==> config.mk <==
export PLATFORM = sky130hd
export DESIGN_NAME = icap_port_top
export DESIGN_NICKNAME = d
export VERILOG_FILES = /design/src/icap_port_pkg.sv /design/src/icap_write_path.sv /design/src/icap_read_path.sv /design/src/icap_port_arbiter.sv /design/src/icap_port_top.sv
export SDC_FILE = /design/constraint.sdc
export NUM_CORES = 1
export LEC_CHECK = 0
export BUFFER_PORTS_ARGS = -buffer_cell sky130_fd_sc_hd__buf_4
export CORE_MARGIN = 4
export CORE_UTILIZATION = 23
export CTS_BUF_LIST = sky130_fd_sc_hd__clkbuf_4 sky130_fd_sc_hd__clkbuf_8
export DETAILED_ROUTE_END_ITERATION = 8
export MAX_ROUTING_LAYER = met4
export PLACE_DENSITY = 0.46
export SLEW_MARGIN = 0
export SYNTH_ARGS = -nofsm -noshare
export SYNTH_HDL_FRONTEND = slang
export SYNTH_SLANG_ARGS = --single-unit
==> constraint.sdc <==
create_clock -name clk -period 5.65 [get_ports clk]
set_input_delay 1.13 -clock clk [delete_from_list [all_inputs] [get_ports clk]]
set_output_delay 1.13 -clock clk [all_outputs]
set_load 0.05 [all_outputs]
==> src/icap_port_pkg.sv <==
// Shared types for the ICAP port endpoint; word width fixed at 32 bits, one access port only
`default_nettype none

package icap_port_pkg;

  // --------------------------------------------------------------------------
  // Constants
  // --------------------------------------------------------------------------

  // Request to valid icap_dout, in cycles
  localparam int ICAP_RD_LATENCY = 2;
  // Bytes per configuration word
  localparam int WORD_BYTES = 4;
  // Word count width, requests and status
  localparam int WCOUNT_W = 16;
  // Byte index within a word
  localparam int BYTE_IDX_W = $clog2(WORD_BYTES);
  // Enough to count out the read latency
  localparam int LAT_W = $clog2(ICAP_RD_LATENCY + 1);

  // --------------------------------------------------------------------------
  // Types
  // --------------------------------------------------------------------------

  // One byte beat of a frame
  typedef struct packed {
    logic [7:0] data;
    logic       sof;
    logic       eof;
  } stream_beat_t;

  // One access on the configuration port, write high means write
  typedef struct packed {
    logic        ce;
    logic        write;
    logic [31:0] din;
  } icap_req_t;

  typedef enum logic [3:0] {
    PORT_CFG_WR = 4'd3,
    PORT_CFG_RD = 4'd4
  } port_id_e;

  typedef enum logic [2:0] {
    RD_IDLE,
    RD_LEN_LO,
    RD_ISSUE,
    RD_WAIT,
    RD_SEND
  } rd_state_e;

endpackage

`default_nettype wire

==> src/icap_write_path.sv <==
// Port-3 bytes pack big-endian into words; a short tail at eof is dropped and flagged in wr_partial
`timescale 1ns/1ps
`default_nettype none

module icap_write_path
  import icap_port_pkg::*;
(
  input  logic                clk,
  input  logic                reset,
  input  stream_beat_t        out_beat,
  input  logic                wr_take,
  output logic                wr_dst_rdy,
  output icap_req_t           wr_req,
  input  logic                wr_gnt,
  output logic [WCOUNT_W-1:0] wr_words,
  output logic                wr_partial
);

  logic [BYTE_IDX_W-1:0] byte_idx;
  logic [BYTE_IDX_W-1:0] idx_now;
  logic                  word_last;
  logic                  pending;
  logic [31:0]           word_q;

  // sof restarts the word, whatever was left over
  assign idx_now   = out_beat.sof ? '0 : byte_idx;
  assign word_last = (idx_now == BYTE_IDX_W'(WORD_BYTES - 1));

  // Hold the platform off while a word waits for the port
  assign wr_dst_rdy = !pending;

  // Request is live from the cycle after the fourth byte
  assign wr_req = '{ce: pending, write: 1'b1, din: word_q};

  // --------------------------------------------------------------------------
  // Byte packing and write status
  // --------------------------------------------------------------------------

  always_ff @(posedge clk) begin
    if (reset) begin
      byte_idx   <= '0;
      pending    <= 1'b0;
      wr_words   <= '0;
      wr_partial <= 1'b0;
    end else begin
      // Word goes out on grant
      if (wr_gnt) begin
        pending  <= 1'b0;
        wr_words <= wr_words + 1'b1;
      end
      if (wr_take) begin
        // New frame clears status
        if (out_beat.sof) begin
          wr_words   <= '0;
          wr_partial <= 1'b0;
        end
        if (word_last) begin
          byte_idx <= '0;
          pending  <= 1'b1;
        end else if (out_beat.eof) begin
          // Frame ended mid-word, bytes so far are dropped
          byte_idx   <= '0;
          wr_partial <= 1'b1;
        end else begin
          byte_idx <= idx_now + 1'b1;
        end
      end
    end
  end

  // Shift in MSB first, four takes fill the word
  always_ff @(posedge clk) begin
    if (wr_take) begin
      word_q <= {word_q[23:0], out_beat.data};
    end
  end

  // Back-pressure must hold while the word is pending
  assert property (@(posedge clk) disable iff (reset) pending |-> !wr_take);

endmodule

`default_nettype wire

==> src/icap_read_path.sv <==
// Port-4 request holds a 16-bit big-endian word count; one word in flight, extra request bytes ignored
`timescale 1ns/1ps
`default_nettype none

module icap_read_path
  import icap_port_pkg::*;
(
  input  logic         clk,
  input  logic         reset,
  input  stream_beat_t out_beat,
  input  logic         rd_take,
  output logic         rd_dst_rdy,
  output icap_req_t    rd_req,
  input  logic         rd_gnt,
  input  logic [31:0]  icap_dout,
  output stream_beat_t rd_beat,
  output logic         rd_src_rdy,
  input  logic         rd_give
);

  rd_state_e             state;
  logic [WCOUNT_W-1:0]   words_left;
  logic [WCOUNT_W-1:0]   len_final;
  logic                  len_done;
  logic                  first_beat;
  logic [BYTE_IDX_W-1:0] byte_idx;
  logic                  last_byte;
  logic [LAT_W-1:0]      lat_cnt;
  logic                  lat_done;
  logic [31:0]           word_q;

  // Low byte may arrive on the eof beat itself
  assign len_final = len_done ? words_left : {words_left[WCOUNT_W-1:8], out_beat.data};
  assign last_byte = (byte_idx == BYTE_IDX_W'(WORD_BYTES - 1));
  assign lat_done  = (lat_cnt == LAT_W'(ICAP_RD_LATENCY - 1));

  // No new request taken while a reply is running
  assign rd_dst_rdy = (state == RD_IDLE) || (state == RD_LEN_LO);
  assign rd_req     = '{ce: (state == RD_ISSUE), write: 1'b0, din: '0};
  assign rd_src_rdy = (state == RD_SEND);
  assign rd_beat    = '{data: word_q[31:24], sof: first_beat,
                        eof: last_byte && (words_left == 1)};

  // --------------------------------------------------------------------------
  // Request parse and readback FSM
  // --------------------------------------------------------------------------

  always_ff @(posedge clk) begin
    if (reset) begin
      state      <= RD_IDLE;
      words_left <= '0;
      len_done   <= 1'b0;
      first_beat <= 1'b0;
      byte_idx   <= '0;
      lat_cnt    <= '0;
    end else begin
      case (state)
        RD_IDLE: begin
          // High count byte; stray bytes without sof are skipped
          if (rd_take && out_beat.sof) begin
            words_left <= {out_beat.data, 8'h00};
            len_done   <= 1'b0;
            if (!out_beat.eof) state <= RD_LEN_LO;
          end
        end
        RD_LEN_LO: begin
          if (rd_take) begin
            if (!len_done) begin
              words_left[7:0] <= out_beat.data;
              len_done        <= 1'b1;
            end
            if (out_beat.eof) begin
              words_left <= len_final;
              first_beat <= 1'b1;
              // Zero count, nothing to send
              state <= (len_final == '0) ? RD_IDLE : RD_ISSUE;
            end
          end
        end
        RD_ISSUE: begin
          if (rd_gnt) begin
            lat_cnt <= '0;
            state   <= RD_WAIT;
          end
        end
        RD_WAIT: begin
          // icap_dout valid ICAP_RD_LATENCY cycles after grant
          if (lat_done) begin
            byte_idx <= '0;
            state    <= RD_SEND;
          end else begin
            lat_cnt <= lat_cnt + 1'b1;
          end
        end
        RD_SEND: begin
          if (rd_give) begin
            first_beat <= 1'b0;
            byte_idx   <= byte_idx + 1'b1;
            if (last_byte) begin
              words_left <= words_left - 1'b1;
              state      <= (words_left == 1) ? RD_IDLE : RD_ISSUE;
            end
          end
        end
        default: state <= RD_IDLE;
      endcase
    end
  end

  // Capture then shift out MSB first
  always_ff @(posedge clk) begin
    if (state == RD_WAIT && lat_done) begin
      word_q <= icap_dout;
    end else if (rd_give) begin
      word_q <= {word_q[23:0], 8'h00};
    end
  end

  // Arbiter strobe only when a byte is on offer
  assert property (@(posedge clk) disable iff (reset) rd_give |-> rd_src_rdy);

endmodule

`default_nettype wire

==> src/icap_port_arbiter.sv <==
// Write has fixed priority; writes are held off while a read result is returning
`timescale 1ns/1ps
`default_nettype none

module icap_port_arbiter
  import icap_port_pkg::*;
(
  input  logic         clk,
  input  logic         reset,
  input  port_id_e     outport,
  input  port_id_e     inport,
  input  logic         plat_out_src_rdy,
  input  logic         plat_in_dst_rdy,
  input  logic         wr_dst_rdy,
  input  logic         rd_dst_rdy,
  input  logic         rd_src_rdy,
  input  stream_beat_t rd_beat,
  input  icap_req_t    wr_req,
  input  icap_req_t    rd_req,
  output logic         wr_take,
  output logic         rd_take,
  output logic         rd_give,
  output logic         wr_gnt,
  output logic         rd_gnt,
  output logic         plat_out_dst_rdy,
  output logic         plat_in_src_rdy,
  output stream_beat_t plat_in,
  output icap_req_t    icap_req
);

  logic [LAT_W-1:0] lock_cnt;

  // --------------------------------------------------------------------------
  // Stream steering
  // --------------------------------------------------------------------------

  // Unknown outports are sunk, always ready
  always_comb begin
    case (outport)
      PORT_CFG_WR: plat_out_dst_rdy = wr_dst_rdy;
      PORT_CFG_RD: plat_out_dst_rdy = rd_dst_rdy;
      default:     plat_out_dst_rdy = 1'b1;
    endcase
  end

  assign wr_take = (outport == PORT_CFG_WR) && plat_out_src_rdy && wr_dst_rdy;
  assign rd_take = (outport == PORT_CFG_RD) && plat_out_src_rdy && rd_dst_rdy;

  // Only port 4 has anything to return
  assign plat_in_src_rdy = (inport == PORT_CFG_RD) && rd_src_rdy;
  assign plat_in         = (inport == PORT_CFG_RD) ? rd_beat : '0;
  assign rd_give         = plat_in_src_rdy && plat_in_dst_rdy;

  // --------------------------------------------------------------------------
  // Access port grant
  // --------------------------------------------------------------------------

  assign wr_gnt   = wr_req.ce && (lock_cnt == '0);
  assign rd_gnt   = rd_req.ce && !wr_gnt;
  assign icap_req = wr_gnt ? wr_req : (rd_gnt ? rd_req : '0);

  // Counts down the read return window
  always_ff @(posedge clk) begin
    if (reset) begin
      lock_cnt <= '0;
    end else if (rd_gnt) begin
      lock_cnt <= LAT_W'(ICAP_RD_LATENCY);
    end else if (lock_cnt != '0) begin
      lock_cnt <= lock_cnt - 1'b1;
    end
  end

  // No write while the data of a granted read returns
  assert property (@(posedge clk) disable iff (reset)
    rd_gnt |=> (!wr_gnt) [*ICAP_RD_LATENCY]);

endmodule

`default_nettype wire

==> src/icap_port_top.sv <==
// Single clock domain; ports other than 3 and 4 are sunk on out and idle on in
`timescale 1ns/1ps
`default_nettype none

module icap_port_top
  import icap_port_pkg::*;
(
  input  logic                clk,
  input  logic                reset,
  // Platform to endpoint
  input  stream_beat_t        plat_out,
  input  logic                plat_out_src_rdy,
  input  port_id_e            outport,
  output logic                plat_out_dst_rdy,
  // Endpoint to platform
  output stream_beat_t        plat_in,
  output logic                plat_in_src_rdy,
  input  port_id_e            inport,
  input  logic                plat_in_dst_rdy,
  // Configuration port
  output icap_req_t           icap_req,
  input  logic [31:0]         icap_dout,
  // Write status
  output logic [WCOUNT_W-1:0] wr_words,
  output logic                wr_partial
);

  logic         wr_take, rd_take, rd_give;
  logic         wr_gnt, rd_gnt;
  logic         wr_dst_rdy, rd_dst_rdy, rd_src_rdy;
  icap_req_t    wr_req, rd_req;
  stream_beat_t rd_beat;

  icap_write_path u_write_path (
    .clk, .reset, .out_beat(plat_out), .wr_take, .wr_dst_rdy,
    .wr_req, .wr_gnt, .wr_words, .wr_partial
  );

  icap_read_path u_read_path (
    .clk, .reset, .out_beat(plat_out), .rd_take, .rd_dst_rdy,
    .rd_req, .rd_gnt, .icap_dout, .rd_beat, .rd_src_rdy, .rd_give
  );

  icap_port_arbiter u_arbiter (
    .clk, .reset, .outport, .inport, .plat_out_src_rdy, .plat_in_dst_rdy,
    .wr_dst_rdy, .rd_dst_rdy, .rd_src_rdy, .rd_beat, .wr_req, .rd_req,
    .wr_take, .rd_take, .rd_give, .wr_gnt, .rd_gnt,
    .plat_out_dst_rdy, .plat_in_src_rdy, .plat_in, .icap_req
  );

endmodule

`default_nettype wire

* Word-level counts from Yosys, hierarchy flattened *
Index checks and enable logic that the tools add are counted.

operators by class
  $add $sub $neg = 6
  equality and inequality tests = 21
  reductions and logical operators = 33
  mux-type cells = 52

operator list
  kind                                                                   count
  16-bit 2-to-1 mux                                                      8
  34-bit 2-to-1 mux                                                      2
  32-bit 2-to-1 mux                                                      2
  16-bit case mux with 3 select lines                                    1
  3-bit 2-to-1 mux                                                       8
  2-bit 2-to-1 mux                                                       11
  16-bit by 1-bit adder with 16-bit output (second input constant)       1
  16-bit by 1-bit == test with 1-bit output (second input constant)      1
  16-bit zero test                                                       1
  8-bit 2-to-1 mux                                                       2
  16-bit by 1-bit subtractor with 16-bit output (second input constant)  1
  3-bit case mux with 5 select lines                                     1
  2-bit inequality test (second input constant)                          7
  2-bit nonzero test                                                     7
  6-bit AND reduction                                                    2
  1-bit logical AND                                                      11
  1-bit 2-to-1 mux                                                       11
  10-bit 2-to-1 mux                                                      1
  3-bit AND reduction                                                    3
  4-bit by 3-bit == test with 1-bit output (second input constant)       2
  2-bit case mux with 2 select lines                                     2
  8-bit AND reduction                                                    1
  2-bit by 1-bit adder with 2-bit output (second input constant)         3
  3-bit by 2-bit == test with 1-bit output (second input constant)       2
  16 further kinds                                                       21

storage, ports and cells
  word-level logic and storage cells = 127
  flip-flop bits (word level) = 111
  bits of input ports = 54
  output and inout bits = 63

* Longest topological paths before layout *
  word-level depth = 6
  mapped depth = 8
  depth with buffers taken out = 7

* By module *
A second synthesis with hierarchy kept.

unflattened totals
  cell total of the unflattened synthesis = 674
  area total of the unflattened synthesis = 6108.4 um2

modules (own cells, without submodules)
  module             area each (um2)  instances  sequential area each (um2)  cells each
  icap_read_path     3349.5           1          1461.4                      385
  icap_write_path    1939.4           1          1361.3                      144
  icap_port_arbiter  819.5            1          40.0                        145

* Worst setup path after synthesis *
OpenSTA, ideal clock, no wires.

  path kind = input-to-reg
  from = input plat_out_src_rdy
  to = register u_write_path.wr_words[10]
  required time = 5.533 ns
  path slack = 1.257 ns
  stages = 7
  arrival = 4.276 ns
  buffers on the path = 2
  library setup time = 0.117 ns
  cells stage by stage = nor2b_1 > nor4b_2 > nand2_1 > nand2b_1 > clkbuf_1 > buf_2 > nor2_1

between the ends
  cells in the longest elaborated chain, start to end = 3

RTL lines
  item                             RTL line                 text
  from (decl)                      icap_port_top.sv:12      input logic plat_out_src_rdy,
  1-bit logical AND (2 in series)  icap_port_arbiter.sv:46  assign wr_take = (outport == PORT_CFG_WR) && plat_out_src_rdy && wr_dst_rdy;
  named net u_arbiter.wr_take      icap_port_arbiter.sv:20  output logic wr_take,
  16-bit 2-to-1 mux                icap_write_path.sv:51    if (wr_take) begin
  to (signal assigned)             icap_write_path.sv:49    wr_words <= wr_words + 1'b1;
  to (decl)                        icap_write_path.sv:15    output logic [WCOUNT_W-1:0] wr_words,

The timed path passes the listed nets, and every way through them passes these cells.
A chain may end at the register's enable or synchronous reset.

==> results_tabular.tex <==
\begin{tabular}{lr}
\hline
Metric & Value \\
\hline
\multicolumn{2}{l}{\textbf{Run status}} \\
Run status & complete, no violations \\
\multicolumn{2}{l}{\textbf{Clock network}} \\
CTS tree & yes \\
Cell at the root of the clock tree & sky130\_fd\_sc\_hd\_\_clkbuf\_8 \\
Post-CTS Repair Setup Buffers & 0 \\
CTS Hold Bufs & 0 \\
Cts bufs inserted & 9 \\
Clock slew seen by the registers of the worst setup and hold paths & 0.11 ns \\
Maximum root-to-sink buffer count & 2 \\
Total of cells resized after clock tree synthesis & 0 \\
Sinks on Clock Net & 111 \\
Worst-skew pair later-pin latency & 0.41 ns \\
H-tree depth reported by CTS & 3 \\
\multicolumn{2}{l}{\textbf{Synth}} \\
Flip-flop and latch count after synthesis & 111 \\
Area share of xor/xnor cells in the synthesized design & 3.13\% \\
Dominant combinational cell family by area after synthesis & simple AND/OR/NAND/NOR gates \\
Most used flip-flop cell after synthesis & sky130\_fd\_sc\_hd\_\_edfxtp\_1 \\
Post-synth ARST share & 0\% \\
Number of distinct library cell variants in the gate-level netlist after synthesis & 58 \\
Net count after synthesis & 604 \\
Avg Cell Area, Syn & 9.77 sq um \\
Synth warnings & 0 \\
Post-synthesis sequential area ratio & 53.8\% \\
Mapped Cells & 544 \\
Adder-cell share of the synthesized area & 1.41\% \\
Synth Area in Compound Gates & 9.84\% \\
Count of flip-flops with a built-in enable after synthesis & 64 \\
Post-Synth Simple-Gate Area & 27.0\% \\
Cell area after technology mapping & 5320 sq um \\
Multiplexer area fraction after synthesis & 2.12\% \\
\multicolumn{2}{l}{\textbf{Flow run}} \\
Max-cap viol count & 0 \\
\multicolumn{2}{l}{\textbf{Pwr}} \\
Clock group share of total power & 34.7\% \\
Pwr/cell area & 214 nW/um\^{}2 \\
Net switching fraction of the power & 25.2\% \\
Proportion of power drawn by combinational gates & 5.3\% \\
Static power due to leakage & 2.60 nW \\
Proportion of power drawn by flip-flops and latches & 60.1\% \\
Net load switching power & 0.000358 W \\
Cell-internal power & 0.00106 W \\
Max rail drop VDD & 0.0878 mV \\
\multicolumn{2}{l}{\textbf{Detailed routing}} \\
Antenna-violating nets left & 0 \\
Routed wire length & 14.0 mm \\
Iteration count of the initial detailed-routing pass & 4 \\
Avg Vias per Cell & 4.56 \\
Number of vias after detailed routing & 4252 \\
Detailed Route Iter0 Violations & 225 \\
Wire length per cell after detailed routing & 15.0 um \\
DRC errors left & 0 \\
\multicolumn{2}{l}{\textbf{Timing}} \\
Setup violation total in the final timing report & 0 \\
Worst-margin pin slew & 1.04 ns \\
Clock Skews & 0.0181 ns \\
Peak Freq & 267 MHz \\
Final hold violations & 0 \\
Total negative setup slack & 0 ns \\
Time the worst path needs with I/O delays and setup & 3.75 ns \\
Final-layout worst hold slack & 0.450 ns \\
Unrepaired setup endpoints after global routing & no \\
Worst slew margin relative to its limit & 30.8\% \\
Final worst-path cycle share & 66.3\% \\
Max-slew violation total from the final report & 0 \\
\multicolumn{2}{l}{\textbf{Setup path}} \\
Beginning of the critical path & u\_write\_path.pending \\
Worst reg-to-reg setup slack & 2.79 ns \\
Signal arrival time at the worst endpoint & 2.62 ns \\
Startpoint of the worst-slack reg-to-reg timing path & u\_write\_path.pending \\
Endpoint kind of the worst setup timing path & output pin \\
Critical path launch point type & register \\
Kind of critical path & reg -> out \\
Highest net fanout along the worst path & 37 \\
Worst endpoint required time & 4.52 ns \\
\multicolumn{2}{l}{\textbf{Floorplanning}} \\
Die ar. & 25600 sq um \\
Die boundary width & 160 um \\
Starting density of the core & 23.4\% \\
Placeable core region & 22700 sq um \\
Std-Cell Rows & 55 \\
Vertical die dimension & 160 um \\
IO Count & 117 \\
\multicolumn{2}{l}{\textbf{Global routing}} \\
Antenna violations before repair & 0 \\
Maximum number of pins on one net before global-route repair & 39 \\
Overall global routing resource usage & 11.0\% \\
Global-route wire length before repair & 22.4 mm \\
Vias in the first global route & 4244 \\
Sum of overflow across all layers after global routing & 0 \\
\multicolumn{2}{l}{\textbf{Placed design}} \\
RD Place Congestion & 0.787 \\
Placed cell area & 6450 sq um \\
Quantity of I/O buffers inserted on ports & 116 \\
Half-perimeter wire length of the detailed placement result & 10.0 mm \\
\multicolumn{2}{l}{\textbf{Layout}} \\
Fin util & 29.3\% \\
Filler cell count & 2372 \\
Layout overhead on the synthesized area & 25.0\% \\
Antenna diodes & 0 \\
Proportion of layout cells with a drive suffix above 1 & 22.7\% \\
Final standard cell area without fillers & 6650 sq um \\
Total Nets Final & 703 \\
\multicolumn{2}{l}{\textbf{Hold path}} \\
Hold Crit Class & reg -> reg \\
Worst hold start & u\_write\_path.word\_q[11] \\
\hline
\end{tabular}
[cells by family after synthesis]
kind of cell / after synthesis
XOR/XNOR: 19
adder cells (fa/ha/maj): 6
multiplexers: 11
buffers and inverters: 35
flip-flops: 111
AND/OR/NAND/NOR: 283
AO/OA/AOI/OAI: 79
[state kept, by name (all words and copies together), names as in the netlist]
signal and count:
u_read_path.state 3, u_arbiter.lock_cnt 2, u_read_path.lat_cnt 2, u_write_path.wr_words 16
u_read_path.word_q 32, u_read_path.len_done 1, u_read_path.words_left 16, u_read_path.byte_idx 2
u_read_path.first_beat 1, u_write_path.wr_partial 1, u_write_path.word_q 32, u_write_path.pending 1
u_write_path.byte_idx 2
[critical path: stages (launching register included)]
cell	delay [ns]
sky130_fd_sc_hd__dfxtp_1	0.40
sky130_fd_sc_hd__or3b_1	0.40
sky130_fd_sc_hd__clkinv_1	0.75
sky130_fd_sc_hd__and2_1	0.47
sky130_fd_sc_hd__buf_4	0.20
[placed cells by master, fill, tap and decap left out, drive strengths merged, types with 3 or more instances in the layout]
master	Yosys	routed
a211oi	10	10
a21o	3	3
a21oi	20	20
a22oi	5	5
a31oi	5	5
and2	51	51
and3	4	4
buf	9	118
clkbuf	21	9
clkinv	1	5
dfxtp	47	47
edfxtp	64	64
ha	6	6
inv	4	7
mux2i	9	9
nand2	95	95
nand2b	9	9
nand3	16	16
nand4	4	4
nor2	52	52
nor2b	7	7
nor3	12	12
nor3b	4	4
nor4	8	8
nor4b	3	3
o21ai	14	14
o22ai	4	4
or3	3	3
or3b	4	4
or4	6	6
xnor2	8	8
xor2	11	11
[power by group through the flow]
stage,registers [W],clock network [W],logic (W)
5_1_grt,0.000854,0.000550,0.0000813
4_1_cts,0.000853,0.000514,0.0000761
3_5_place_dp,0.000871,0,0.0000759
3_3_place_gp,0.000871,0,0.0000748
6_report,0.000853,0.000492,0.0000751
2_1_floorplan,0.000871,0,0.0000309
[routing by layer]
metal	part of all wire (%)	track usage, %	up-vias	wire length (um)
met5	0	-	-	0
met4	1.6	4.22	0	219
met3	5.2	2.09	14	723
met2	46	16.7	105	6470
met1	47	14.6	2014	6580
li1	-	-	2119	-
[synthesized netlist by cell type, types with 2 or more instances]
| cell type | n | area share (%) |
|---|---|---|
| sky130_fd_sc_hd__or3_1 | 3 | 0.35 |
| sky130_fd_sc_hd__clkbuf_1 | 21 | 1.5 |
| sky130_fd_sc_hd__or4_1 | 4 | 0.56 |
| sky130_fd_sc_hd__mux2i_1 | 9 | 1.7 |
| sky130_fd_sc_hd__dfxtp_1 | 47 | 18 |
| sky130_fd_sc_hd__or4_4 | 2 | 0.42 |
| sky130_fd_sc_hd__mux2_2 | 2 | 0.42 |
| sky130_fd_sc_hd__o32ai_1 | 2 | 0.33 |
| sky130_fd_sc_hd__a211oi_1 | 10 | 1.4 |
| sky130_fd_sc_hd__nor2b_1 | 7 | 0.82 |
| sky130_fd_sc_hd__or2_2 | 2 | 0.24 |
| sky130_fd_sc_hd__nor4_1 | 8 | 0.94 |
| sky130_fd_sc_hd__and3_1 | 4 | 0.47 |
| sky130_fd_sc_hd__xnor2_1 | 8 | 1.3 |
| sky130_fd_sc_hd__nor3b_1 | 4 | 0.56 |
| sky130_fd_sc_hd__nand4_1 | 4 | 0.47 |
| sky130_fd_sc_hd__nor2_1 | 52 | 3.7 |
| sky130_fd_sc_hd__nand2b_1 | 9 | 1.1 |
| sky130_fd_sc_hd__a32oi_1 | 2 | 0.33 |
| sky130_fd_sc_hd__and2_1 | 51 | 6.0 |
| sky130_fd_sc_hd__nand2_1 | 95 | 6.7 |
| sky130_fd_sc_hd__a21o_1 | 3 | 0.42 |
| sky130_fd_sc_hd__or3b_2 | 3 | 0.49 |
| sky130_fd_sc_hd__a31oi_1 | 5 | 0.59 |
| sky130_fd_sc_hd__nor3_1 | 12 | 1.1 |
| sky130_fd_sc_hd__a22oi_1 | 5 | 0.71 |
| sky130_fd_sc_hd__o21ai_0 | 14 | 1.3 |
| sky130_fd_sc_hd__buf_2 | 5 | 0.47 |
| sky130_fd_sc_hd__a21oi_1 | 20 | 1.9 |
| sky130_fd_sc_hd__o31ai_1 | 2 | 0.28 |
| sky130_fd_sc_hd__xor2_1 | 11 | 1.8 |
| sky130_fd_sc_hd__inv_1 | 4 | 0.28 |
| sky130_fd_sc_hd__nand3_1 | 16 | 1.5 |
| sky130_fd_sc_hd__edfxtp_1 | 64 | 36 |
| sky130_fd_sc_hd__o22ai_1 | 4 | 0.47 |
| sky130_fd_sc_hd__ha_1 | 6 | 1.4 |
| sky130_fd_sc_hd__buf_1 | 3 | 0.21 |
[worst paths after layout]
kind	to	depth (start not counted)
worst min register to register	u_write_path.word_q[19]	0
worst max-delay path	icap_req[1]	4
worst min-delay path	u_write_path.word_q[19]	0
worst max register to register	u_read_path.state[0]	6
[final cells by class]
class	count	area, sq um	area share [%]
inverter	5	18.8	0.282
multi-input combinational	398	2330	35.0
sequential	111	2860	43.1
clock inverter	7	73.8	1.11
tap	285	357	5.36
clock buffer	9	124	1.86
timing repair buffer	118	886	13.3
[stage by stage]
stage          setup slack (ns)  total power, W  cells
2_1_floorplan              1.26        0.000901    544
3_3_place_gp               1.93        0.000946    917
3_5_place_dp               1.91        0.000947    917
4_1_cts                    1.81         0.00144    933
5_1_grt                    1.58         0.00149    933
6_report                   1.90         0.00142    933
Note: power is estimated with default switching activity, not from simulation.
